File: config.mk
export PLATFORM = sky130hd
export DESIGN_NAME = platformer_top
export DESIGN_NICKNAME = d
export VERILOG_FILES = /design/src/rtl/platformer_pkg.sv /design/src/rtl/level_map.sv /design/src/rtl/player_physics.sv /design/src/rtl/pixel_renderer.sv /design/src/rtl/platformer_top.sv
export SDC_FILE = /design/constraint.sdc
export NUM_CORES = 1
export LEC_CHECK = 0
export ABC_AREA = 1
export CORE_UTILIZATION = 30
export DETAILED_ROUTE_END_ITERATION = 8
export DONT_BUFFER_PORTS = 1
export PLACE_DENSITY = 0.54
export SLEW_MARGIN = 10
export SYNTH_ARGS = -nofsm -noshare
export SYNTH_HDL_FRONTEND = slang
export SYNTH_SLANG_ARGS = --single-unit
File: constraint.sdc
create_clock -name Clk -period 10.9 [get_ports Clk]
set_input_delay 2.18 -clock Clk [delete_from_list [all_inputs] [get_ports Clk]]
set_output_delay 2.18 -clock Clk [all_outputs]
set_load 0.02 [all_outputs]
File: src/rtl/platformer_pkg.sv
// Platformer shared definitions
`default_nettype none

package platformer_pkg;

	// -------------------------------------------------------------------------
	// map and player geometry
	// -------------------------------------------------------------------------
	localparam int TILE_SHIFT = 5;
	localparam int MAP_ROWS = 15;
	localparam int MAP_COLS = 60;
	localparam int FLOOR_ROW = 11;

	// two stacked block rows
	localparam int BLOCK_ROW_LO = 10;
	localparam int BLOCK_LO_C0 = 14;
	localparam int BLOCK_LO_C1 = 17;
	localparam int BLOCK_ROW_HI = 9;
	localparam int BLOCK_HI_C0 = 15;
	localparam int BLOCK_HI_C1 = 16;

	localparam int PLAYER_W = 26;
	localparam int PLAYER_H = 32;
	localparam int SPAWN_X = 228;
	localparam int SPAWN_Y = 33;
	localparam int SCREEN_MIN_X = 190;
	localparam int SCREEN_MAX_X = 384;
	localparam int FALL_MAX = 6;
	localparam int WALK_MAX = 4;

	// coins
	localparam int COIN_COUNT = 3;
	localparam int COIN_ROW = 10;
	localparam int COIN_COL0 = 8;
	localparam int COIN_COL1 = 10;
	localparam int COIN_COL2 = 12;
	localparam logic [COIN_COUNT-1:0][6:0] COIN_COLS = {7'(COIN_COL2), 7'(COIN_COL1),
		7'(COIN_COL0)};

	// -------------------------------------------------------------------------
	// types
	// -------------------------------------------------------------------------
	typedef logic [9:0] coord_t;
	typedef logic [11:0] world_t;

	typedef enum logic [7:0] {KEY_NONE = 8'h00, KEY_LEFT = 8'h04, KEY_RIGHT = 8'h07} key_code_t;
	typedef enum logic [1:0] {TILE_SKY, TILE_FLOOR, TILE_BLOCK, TILE_COIN} tile_kind_t;
	typedef enum logic [1:0] {IDLE, FALL, WALK, DONE} phys_state_t;

	typedef struct packed {
		world_t x;
		coord_t y;
	} point_t;

	typedef struct packed {
		point_t a;
		point_t b;
	} probe_req_t;

	// bottom-right corner on screen plus scroll
	typedef struct packed {
		coord_t x;
		coord_t y;
		world_t scroll;
	} player_box_t;

	typedef struct packed {
		logic [7:0] r;
		logic [7:0] g;
		logic [7:0] b;
	} rgb_t;

	// flat palette
	localparam rgb_t COLOR_SKY = 24'h6185F8;
	localparam rgb_t COLOR_FLOOR = 24'hA55C39;
	localparam rgb_t COLOR_BLOCK = 24'h833D00;
	localparam rgb_t COLOR_COIN = 24'hFFC107;
	localparam rgb_t COLOR_PLAYER = 24'hF83800;
	localparam rgb_t COLOR_BLANK = 24'h000000;

endpackage

`default_nettype wire

File: src/rtl/level_map.sv
// Level tile map and coins
`timescale 1ns/1ns
`default_nettype none

module level_map (
	input  wire logic                        Clk,
	input  wire logic                        Reset,
	input  wire platformer_pkg::probe_req_t  probe,
	output logic [1:0]                       probe_solid,
	input  wire platformer_pkg::player_box_t player,
	input  wire logic                        frame_done,
	input  wire platformer_pkg::point_t      render_pt,
	output platformer_pkg::tile_kind_t       render_kind,
	output logic [1:0]                       score
);
	import platformer_pkg::*;

	logic [COIN_COUNT-1:0] coin_present;
	logic [COIN_COUNT-1:0] coin_hit;
	world_t right_wx;
	world_t left_wx;
	coord_t top_y;
	logic [6:0] col_right;
	logic [6:0] col_left;
	logic [4:0] row_bot;
	logic [4:0] row_top;

	function automatic logic [6:0] tile_col(input world_t x);
		return 7'(x >> TILE_SHIFT);
	endfunction

	function automatic logic [4:0] tile_row(input coord_t y);
		return 5'(y >> TILE_SHIFT);
	endfunction

	// -------------------------------------------------------------------------
	// fixed layout
	// -------------------------------------------------------------------------
	function automatic tile_kind_t classify(input point_t pt, input logic [COIN_COUNT-1:0] coins);
		logic [6:0] col;
		logic [4:0] row;
		tile_kind_t kind;
		col = tile_col(pt.x);
		row = tile_row(pt.y);
		kind = TILE_SKY;
		// anything under the map is ground
		if (row >= MAP_ROWS)
			kind = TILE_FLOOR;
		else if (col >= MAP_COLS)
			kind = TILE_SKY;
		else if (row >= FLOOR_ROW)
			kind = TILE_FLOOR;
		else if (row == BLOCK_ROW_LO && col >= BLOCK_LO_C0 && col <= BLOCK_LO_C1)
			kind = TILE_BLOCK;
		else if (row == BLOCK_ROW_HI && col >= BLOCK_HI_C0 && col <= BLOCK_HI_C1)
			kind = TILE_BLOCK;
		else if (row == COIN_ROW) begin
			for (int i = 0; i < COIN_COUNT; i++) begin
				if (coins[i] && col == COIN_COLS[i])
					kind = TILE_COIN;
			end
		end
		return kind;
	endfunction

	function automatic logic is_solid(input tile_kind_t kind);
		return (kind == TILE_FLOOR) || (kind == TILE_BLOCK);
	endfunction

	assign probe_solid[0] = is_solid(classify(probe.a, coin_present));
	assign probe_solid[1] = is_solid(classify(probe.b, coin_present));
	// collected coins fall through to sky
	assign render_kind = classify(render_pt, coin_present);

	// -------------------------------------------------------------------------
	// coin pickup on the four box corners
	// -------------------------------------------------------------------------
	assign right_wx = world_t'(player.x) + player.scroll;
	assign left_wx = right_wx - world_t'(PLAYER_W - 1);
	assign top_y = player.y - coord_t'(PLAYER_H - 1);
	assign col_right = tile_col(right_wx);
	assign col_left = tile_col(left_wx);
	assign row_bot = tile_row(player.y);
	assign row_top = tile_row(top_y);

	always_comb begin
		for (int i = 0; i < COIN_COUNT; i++) begin
			coin_hit[i] = coin_present[i] && (row_bot == COIN_ROW || row_top == COIN_ROW) &&
				(col_right == COIN_COLS[i] || col_left == COIN_COLS[i]);
		end
	end

	always_ff @(posedge Clk or posedge Reset) begin
		if (Reset)
			coin_present <= '1;
		else if (frame_done)
			coin_present <= coin_present & ~coin_hit;
	end

	assign score = 2'($countones(~coin_present));

	// a collected coin stays collected
	assert property (@(posedge Clk) disable iff (Reset)
		(coin_present & ~$past(coin_present)) == '0);

endmodule

`default_nettype wire

File: src/rtl/player_physics.sv
// Player gravity, walking and scroll
`timescale 1ns/1ns
`default_nettype none

module player_physics (
	input  wire logic                        Clk,
	input  wire logic                        Reset,
	input  wire logic                        frame_tick,
	input  wire platformer_pkg::key_code_t   key,
	output platformer_pkg::probe_req_t       probe,
	input  wire logic [1:0]                  probe_solid,
	output platformer_pkg::player_box_t      player,
	output logic                             frame_done
);
	import platformer_pkg::*;

	phys_state_t state;
	key_code_t key_q;
	logic [2:0] fall_speed;
	logic [2:0] speed_next;
	logic [2:0] step_cnt;
	world_t right_wx;
	world_t left_wx;
	coord_t top_y;
	logic moving_right;
	logic at_left_bound;
	logic blocked;

	// box corners in world space
	assign right_wx = world_t'(player.x) + player.scroll;
	assign left_wx = right_wx - world_t'(PLAYER_W - 1);
	assign top_y = player.y - coord_t'(PLAYER_H - 1);

	assign moving_right = (key_q == KEY_RIGHT);
	assign at_left_bound = (player.x == coord_t'(SCREEN_MIN_X + PLAYER_W - 1));
	assign speed_next = (fall_speed >= 3'(FALL_MAX)) ? 3'(FALL_MAX) : fall_speed + 3'd1;

	// wall ahead, or left screen edge with nothing left to scroll
	assign blocked = (|probe_solid) ||
		(!moving_right && at_left_bound && player.scroll == '0);

	assign frame_done = (state == DONE);

	// -------------------------------------------------------------------------
	// probe points
	// -------------------------------------------------------------------------
	always_comb begin
		// bottom corners, one pixel down
		probe.a.x = right_wx;
		probe.a.y = player.y + 1'b1;
		probe.b.x = left_wx;
		probe.b.y = player.y + 1'b1;
		if (state == WALK) begin
			// leading edge, one pixel ahead
			if (moving_right) begin
				probe.a.x = right_wx + 1'b1;
				probe.b.x = right_wx + 1'b1;
			end else begin
				probe.a.x = left_wx - 1'b1;
				probe.b.x = left_wx - 1'b1;
			end
			probe.a.y = player.y;
			probe.b.y = top_y;
		end
	end

	// -------------------------------------------------------------------------
	// frame update FSM
	// -------------------------------------------------------------------------
	always_ff @(posedge Clk or posedge Reset) begin
		if (Reset) begin
			state <= IDLE;
			key_q <= KEY_NONE;
			fall_speed <= '0;
			step_cnt <= '0;
			player.x <= coord_t'(SPAWN_X);
			player.y <= coord_t'(SPAWN_Y);
			player.scroll <= '0;
		end else begin
			unique case (state)
				IDLE: begin
					if (frame_tick) begin
						key_q <= (key == KEY_LEFT || key == KEY_RIGHT) ? key : KEY_NONE;
						fall_speed <= speed_next;
						step_cnt <= speed_next;
						state <= FALL;
					end
				end
				FALL: begin
					if (|probe_solid) begin
						// landed early
						fall_speed <= '0;
						step_cnt <= 3'(WALK_MAX);
						state <= (key_q == KEY_NONE) ? DONE : WALK;
					end else begin
						player.y <= player.y + 1'b1;
						if (step_cnt == 3'd1) begin
							step_cnt <= 3'(WALK_MAX);
							state <= (key_q == KEY_NONE) ? DONE : WALK;
						end else begin
							step_cnt <= step_cnt - 3'd1;
						end
					end
				end
				WALK: begin
					step_cnt <= step_cnt - 3'd1;
					if (blocked || step_cnt == 3'd1)
						state <= DONE;
					if (!blocked) begin
						if (moving_right) begin
							if (player.x == coord_t'(SCREEN_MAX_X))
								player.scroll <= player.scroll + 1'b1;
							else
								player.x <= player.x + 1'b1;
						end else begin
							if (at_left_bound)
								player.scroll <= player.scroll - 1'b1;
							else
								player.x <= player.x - 1'b1;
						end
					end
				end
				DONE: state <= IDLE;
			endcase
		end
	end

	assert property (@(posedge Clk) disable iff (Reset)
		(player.scroll == '0) |=> (player.scroll <= world_t'(1)));

	assert property (@(posedge Clk) disable iff (Reset) frame_done |=> !frame_done);

endmodule

`default_nettype wire

File: src/rtl/pixel_renderer.sv
// Pixel colour renderer
`timescale 1ns/1ns
`default_nettype none

module pixel_renderer (
	input  wire logic                        Clk,
	input  wire logic                        Reset,
	input  wire logic                        blank,
	input  wire platformer_pkg::coord_t      draw_x,
	input  wire platformer_pkg::coord_t      draw_y,
	input  wire platformer_pkg::player_box_t player,
	output platformer_pkg::point_t           render_pt,
	input  wire platformer_pkg::tile_kind_t  render_kind,
	output platformer_pkg::rgb_t             rgb
);
	import platformer_pkg::*;

	logic in_x;
	logic in_y;
	rgb_t tile_color;

	// box spans corner minus size plus one up to the corner
	assign in_x = (draw_x <= player.x) &&
		({1'b0, draw_x} + 11'(PLAYER_W - 1) >= {1'b0, player.x});
	assign in_y = (draw_y <= player.y) &&
		({1'b0, draw_y} + 11'(PLAYER_H - 1) >= {1'b0, player.y});

	always_comb begin
		render_pt.x = world_t'(draw_x) + player.scroll;
		render_pt.y = draw_y;
	end

	always_comb begin
		case (render_kind)
			TILE_FLOOR: tile_color = COLOR_FLOOR;
			TILE_BLOCK: tile_color = COLOR_BLOCK;
			TILE_COIN:  tile_color = COLOR_COIN;
			default:    tile_color = COLOR_SKY;
		endcase
	end

	always_ff @(posedge Clk or posedge Reset) begin
		if (Reset)
			rgb <= '0;
		else if (!blank)
			rgb <= COLOR_BLANK;
		else if (in_x && in_y)
			rgb <= COLOR_PLAYER;
		else
			rgb <= tile_color;
	end

endmodule

`default_nettype wire

File: src/rtl/platformer_top.sv
// Platformer core top level
`timescale 1ns/1ns
`default_nettype none

module platformer_top (
	input  wire logic                        Clk,
	input  wire logic                        Reset,
	input  wire logic                        frame_tick,
	input  wire logic                        blank,
	input  wire platformer_pkg::key_code_t   key,
	input  wire platformer_pkg::coord_t      draw_x,
	input  wire platformer_pkg::coord_t      draw_y,
	output platformer_pkg::player_box_t      player,
	output logic [1:0]                       score,
	output logic                             frame_done,
	output platformer_pkg::rgb_t             rgb
);
	import platformer_pkg::*;

	// physics to map
	probe_req_t probe;
	logic [1:0] probe_solid;

	// renderer to map
	point_t render_pt;
	tile_kind_t render_kind;

	level_map u_map (
		.Clk         (Clk),
		.Reset       (Reset),
		.probe       (probe),
		.probe_solid (probe_solid),
		.player      (player),
		.frame_done  (frame_done),
		.render_pt   (render_pt),
		.render_kind (render_kind),
		.score       (score)
	);

	player_physics u_physics (
		.Clk         (Clk),
		.Reset       (Reset),
		.frame_tick  (frame_tick),
		.key         (key),
		.probe       (probe),
		.probe_solid (probe_solid),
		.player      (player),
		.frame_done  (frame_done)
	);

	pixel_renderer u_renderer (
		.Clk         (Clk),
		.Reset       (Reset),
		.blank       (blank),
		.draw_x      (draw_x),
		.draw_y      (draw_y),
		.player      (player),
		.render_pt   (render_pt),
		.render_kind (render_kind),
		.rgb         (rgb)
	);

endmodule

`default_nettype wire

Word-level counts from Yosys, hierarchy flattened

Cells that the tools add are included.

$add $sub $neg: 17
$lt $le $gt $ge: 26
Equality and inequality tests: 46
Muxes and demuxes: 52
Bitwise logic cells: 5
Reduce and logical (&&, ||, !) cells: 56

Operators with widths:

| operator              | count |
|---|---|
| $eq 7x4->1 const B    | 15 |
| $pmux 24 s3           | 1 |
| $mux 2                | 31 |
| $mux 12               | 4 |
| $mux 24               | 2 |
| $mux 44               | 1 |
| $ge 7x4->1 const B    | 6 |
| $le 7x5->1 const B    | 6 |
| $eq 5x4->1 const B    | 8 |
| $logic_and 1x1->1     | 32 |
| $ge 5x4->1 const B    | 6 |
| $mux 10               | 3 |
| $add 10x12->12        | 2 |
| $add 12x1->12 const B | 2 |
| $eq 8x3->1 const B    | 3 |
| $sub 12x1->12 const B | 2 |
| $add 10x5->11 const B | 2 |
| $ge 11x10->1          | 2 |
| $ge 7x6->1 const B    | 3 |
| $add 10x1->10 const B | 2 |
| $le 10x10->1          | 2 |
| $mux 3                | 5 |
| $eq 2x2->1 const B    | 6 |
| $logic_not 12->1      | 1 |
| other kinds (33)      | 55 |

Register bits after elaboration: 75
Output and inout port bits: 59
Word-level logic and storage cells: 213

Depth between registers and ports, before layout

Word-level depth: 23
Mapped depth: 31
Gate-level depth less buffers: 31

By module

A second synthesis with hierarchy kept.

Cell total of the unflattened synthesis: 1402
Area total of the unflattened synthesis: 9105.0 um^2

Modules (own cells, without submodules):

| module         | instances | cells an instance | area each (um^2) |
|---|---|---|---|
| player_physics | 1         | 769               | 5073.6 |
| pixel_renderer | 1         | 361               | 2548.7 |
| level_map      | 1         | 272               | 1482.7 |

Worst setup path after synthesis

Ideal clock, no wire load.

Kind: input-to-reg
Start: input port draw_x[2]
End: register, netlist name u_renderer.rgb[12]
Setup time: 0.077 ns
Data arrival time: 5.068 ns
Data required time: 10.823 ns
Setup slack: 5.755 ns
Cell stages on the path: 20
Path buffers: 0
Cells stage by stage: ha_1 -> a21oi_1 -> nand2_1 -> a21oi_1 -> o21bai_1 -> a21o_1 -> a21o_1 -> a21o_1 -> nand2_1 -> nand2_1 -> or2_2 -> nand2_1 -> o21ai_0 -> a31oi_1 -> nor2_1 -> o21ai_0 -> inv_1 -> ha_1 -> inv_1 -> a21oi_1

Word-level cells in the longest chain between the ends: 16
Elaborated cells on any way between the ends: 36
Those cells by class: 2 x add/sub; 7 x order compare; 6 x eq/ne; 12 x mux; 9 x reduce/logical

RTL lines:

| element                                  | RTL line             | source |
|---|---|---|
| start, declared                          | platformer_top.sv:11 | `input wire platformer_pkg::coord_t draw_x,` |
| $add 10x12->12                           | pixel_renderer.sv:29 | `render_pt.x = world_t'(draw_x) + player.scroll;` |
| $eq 7x4->1                               | level_map.sv:59      | `if (coins[i] && col == COIN_COLS[i])` |
| $logic_and 1x1->1                        | level_map.sv:59      |  |
| $mux 2 (3 in series)                     | level_map.sv:59      |  |
| $mux 2                                   | level_map.sv:57      | `else if (row == COIN_ROW) begin` |
| $mux 2                                   | level_map.sv:55      | `else if (row == BLOCK_ROW_HI && col >= BLOCK_HI_C0 && col <= BLOCK_HI_C1)` |
| $mux 2                                   | level_map.sv:53      | `else if (row == BLOCK_ROW_LO && col >= BLOCK_LO_C0 && col <= BLOCK_LO_C1)` |
| $mux 2                                   | level_map.sv:51      | `else if (row >= FLOOR_ROW)` |
| $mux 2                                   | level_map.sv:49      | `else if (col >= MAP_COLS)` |
| $mux 2                                   | level_map.sv:47      | `if (row >= MAP_ROWS)` |
| $eq 2x2->1 or $eq 2x1->1 (tied branches) | pixel_renderer.sv:34 | `case (render_kind)` |
| $pmux 24 s3                              | pixel_renderer.sv:34 |  |
| $mux 24 (*)                              | pixel_renderer.sv:47 | `else if (in_x && in_y)` |
| $mux 24 (*)                              | pixel_renderer.sv:45 | `else if (!blank)` |

Every way passes the cells marked *; elsewhere a longest branch is shown, timed or not.
A chain may end at the register's enable or synchronous reset.

Worst setup path after layout

Start: input port draw_x[2]
End: register, netlist name u_renderer.rgb[12]

Word-level cells in the longest chain between the ends: 16
Elaborated cells on any way between the ends: 36
Those cells by class: 2 x add/sub; 7 x order compare; 6 x eq/ne; 12 x mux; 9 x reduce/logical

RTL lines:

| element                                  | RTL line |
|---|---|
| $add 10x12->12                           | pixel_renderer.sv:29 |
| $eq 7x4->1                               | level_map.sv:59 |
| $logic_and 1x1->1                        | level_map.sv:59 |
| $mux 2 (3 in series)                     | level_map.sv:59 |
| $mux 2                                   | level_map.sv:57 |
| $mux 2                                   | level_map.sv:55 |
| $mux 2                                   | level_map.sv:53 |
| $mux 2                                   | level_map.sv:51 |
| $mux 2                                   | level_map.sv:49 |
| $mux 2                                   | level_map.sv:47 |
| $eq 2x2->1 or $eq 2x1->1 (tied branches) | pixel_renderer.sv:34 |
| $pmux 24 s3                              | pixel_renderer.sv:34 |
| $mux 24 (*)                              | pixel_renderer.sv:47 |
| $mux 24 (*)                              | pixel_renderer.sv:45 |

Marked as above.

==> metrics list <==
* Global placement routability congestion: 0.8407
- Once the clock tree was built, the resizer swapped 0 gates to a different size.
* Number of maximum-capacitance constraint violations: 0
* Via count: 6711
* Placed wire-length estimate after detailed placement: 15030 microns
- Max Fanout on Critical Path: 5
- Initial antenna violation count: 0
* Utilization after layout: 0.3307
- Counting every sink on the clock net gives 66.
* Horizontal die dimension: 159.8 microns
- Of the synthesized area, sequential elements account for 0.2225.
- Power per standard cell area: around 210 nW/um^2
- The tree is rooted in a sky130_fd_sc_hd__clkbuf_16.
- Power comes to 1.720 mW.
- After layout, the minimum clock period comes to 5184 ps.
* Total placed cells including tap cells: 1385
- Once routing completed, OpenROAD measured the worst setup slack at 5716 ps.
* Slowest stage cell on the critical path: sky130_fd_sc_hd__o21ai_0
- The repair_antennas step left the layout with diodes totalling 0.
- Arr. time, crit path: 5450 ps
- Entering global routing, the biggest net connects 67 pins.
* DIE AREA: 25550 sq um
- Syn_nets: between 1k and 1.5k
* Slowest stage delay, CP: 470 ps
* Highest ir drop seen on vdd: about 0.085 mV
* Ratio of final minimum period to clock period: 0.4756
* Number of instances in the synthesized netlist: ~1.1k
- The critical path goes through ha_1, a21oi_1, nand2_1, a21oi_1, o21bai_1, a21o_1, a21o_1, a21o_1, nand2_1, nand2_1, or2_2, nand2_1, o21ai_0, a31oi_1, nor2_1, o21ai_0, inv_1, ha_1, inv_1, a21oi_1.
- Number of buffers inserted by post-CTS setup repair: 0
- Dividing the detail-routed wire length by the instance count gives around 13 microns.
* Hold Violations, Final: 0
- Highest clock rate: 192.9 MHz
- After the flow finishes, the layout carries non-filler instances totaling 1401.
- Setup repair after global routing left no endpoint under its margin.
- Total leakage power: 4.161 nW
* Number of synthesized register bits: 66
- Final net count: 1207
- Total count of max-transition violations in the final report: 0
- TritonCTS built the clock tree.
- Worst hold slack: 489.8 ps
- Share of post-route cells with drive strength above 1: 0.06871
- Design Area, Final: 8065 sq um
* Number of buffers created by CTS: 9
- Wire length of the first global-routing pass: approximately 32000 microns
- Hold repair after CTS inserted 0 buffers.
* Placed inst area: 7767 sq um
* Routed WL: 18770 microns
- Floorplan die height: 159.8 microns
- Setup violations remaining at the end of the flow were counted as 0.
- Via count of the first global-routing pass: roughly 6.5k
- After filler insertion, the fill cell instance count of the layout stands at 2626.
- The worst setup path is launched from an input port.
- Residual DRC: 0
* IO Pins: 91
* Worst setup slack before clock tree synthesis: 5384 ps
- Transition time at the pin with the least slew margin: 1088 ps
- STA puts the critical path data required time at 11170 ps.
* Synth Cell Area: 7473 sq um
* Slew Limit Headroom: 0.2677
* Outcome: finished clean
- Remaining antenna violation count after routing: 0
- Initial core utilization: 0.3064
- Number of warnings printed during yosys synthesis: 0
* Iteration-0 DRC count of the detailed router: 405
- The library cells used most frequently in the layout, excluding fill and tap cells, are sky130_fd_sc_hd__nand2_1 (248), sky130_fd_sc_hd__inv_1 (152), sky130_fd_sc_hd__ha_1 (99), sky130_fd_sc_hd__nor2_1 (97), sky130_fd_sc_hd__nand3_1 (77).
- Global routing finished with a remaining overflow of 0.
* Number of port buffers: 0
- The critical path is of the input port to flop type.
* CTS H-tree lvls: 3
* Global Route Usage Sum: 0.1528
- Post-synthesis cell type count: 51
- Largest clock skew in the final design: 10.65 ps
* Clock network latency to the later pin of the worst-skew pair: 350 ps
- The total area inside the core boundary comes to 24390 sq um.
- In this run the deepest clock path goes through 2 buffers.
- Leading cell type in the layout, fill and taps excluded: sky130_fd_sc_hd__nand2_1
- Routed via count divided by cell count: around 4.8
- Area added between synthesis and finish: 7.919%
* Type of element capturing the critical path: flop
- Core Rows: 57
- The first TritonRoute pass finished after 5 iterations.
* Cell repeated most along the worst path: sky130_fd_sc_hd__nand2_1
- After clock tree synthesis, the clock-pin slew on the worst setup and hold paths is 60 ps.
- Class of the tightest hold or removal check: flop to flop
* Post-Route Setup TNS: 0 ps
- A synthesized cell averages ~7 sq um.
==> synth_stat cells, drive strengths merged <==
cell type  instances  share of area
a21boi             6         0.0065
a21o               5         0.0050
a21oi             58          0.043
a221oi             2         0.0023
a22oi              1         0.0010
a31oi              6         0.0050
and2               1        0.00084
buf               15          0.016
clkbuf             4         0.0020
clkinv             1        0.00050
conb               1        0.00050
dfrtp             57           0.19
dfstp              9          0.032
fa                 4          0.011
ha                99           0.17
inv              156          0.078
nand2            260           0.14
nand3             77          0.052
nand3b             3         0.0030
nand4             23          0.019
nor2             103          0.056
nor3              15          0.012
nor3b              1         0.0010
nor4              11         0.0092
o2111ai            1         0.0012
o211ai             2         0.0020
o21a               4         0.0040
o21ai             71          0.052
o21bai            12          0.012
o31ai              4         0.0040
o32ai              2         0.0023
o41ai              2         0.0023
or2                8         0.0067
xnor2             15          0.019
xor2              38          0.046
==> critical path, delay by kind of cell <==
kind,cells,cell delay [ps]
buf+inv,2,180
simple gates,6,630
fa+ha+maj,2,630
compound gates,10,1830
==> worst paths after layout <==
kind                                          start                      end  slack (ps)  cells after the start
min in group asynchronous                     Reset       u_renderer.rgb[12]        1980                      2
worst min-delay path             u_physics.key_q[7]       u_physics.key_q[7]         490                      2
max in group asynchronous                     Reset       u_physics.key_q[5]        8350                      2
worst max register to register  u_physics.player[0]  u_physics.fall_speed[2]        5960                     26
worst max-delay path                      draw_x[2]       u_renderer.rgb[12]        5720                     20
worst min register to register   u_physics.key_q[7]       u_physics.key_q[7]         490                      2
==> kinds of logic (layout without fill, tap and decap cells) <==
logic type / after synthesis / count (layout) / synth area share
AO/OA/AOI/OAI: 176 / 176 / 0.1428
adder cells (fa/ha/maj): 103 / 103 / 0.1765
flip-flops: 66 / 66 / 0.2225
other: 1 / 1 / 0.0005018
XOR/XNOR: 53 / 53 / 0.06412
buffers and inverters: 176 / 176 / 0.09677
AND/OR/NAND/NOR: 502 / 502 / 0.2968
==> power breakdown <==
part | leakage [nW] | switching, mW | internal [mW]
sequential | 0.847 | 0.119 | 0.302
combinational | 3.17 | 0.648 | 0.351
clock | 0.143 | 0.117 | 0.184
==> state kept, by name, indices dropped and copies added, names as in the netlist <==
name                  cells
u_physics.player         32
u_renderer.rgb           15
u_physics.key_q           8
u_map.coin_present        3
u_physics.fall_speed      3
u_physics.step_cnt        3
u_physics.state           2
==> layout make-up <==
cell class / count / area, sq um / share of cell area
clock inverters: 4 / 51.30 / 0.006361
inverters: 157 / 589.3 / 0.07307
repair buffers: 3 / 22.52 / 0.002792
multi-input cells: 835 / 5087 / 0.6308
clock buffers: 12 / 246.5 / 0.03056
well taps: 324 / 405.4 / 0.05026
flip-flops and latches: 66 / 1663 / 0.2062
==> layer usage <==
layer / wire length [microns] / track usage
met1: 9047 / 0.1937
met2: 8725 / 0.2622
met3: 689 / 0.02727
met4: 306 / 0.04805
met5: 0 / 0
Note: power is estimated with default switching activity, not from simulation.
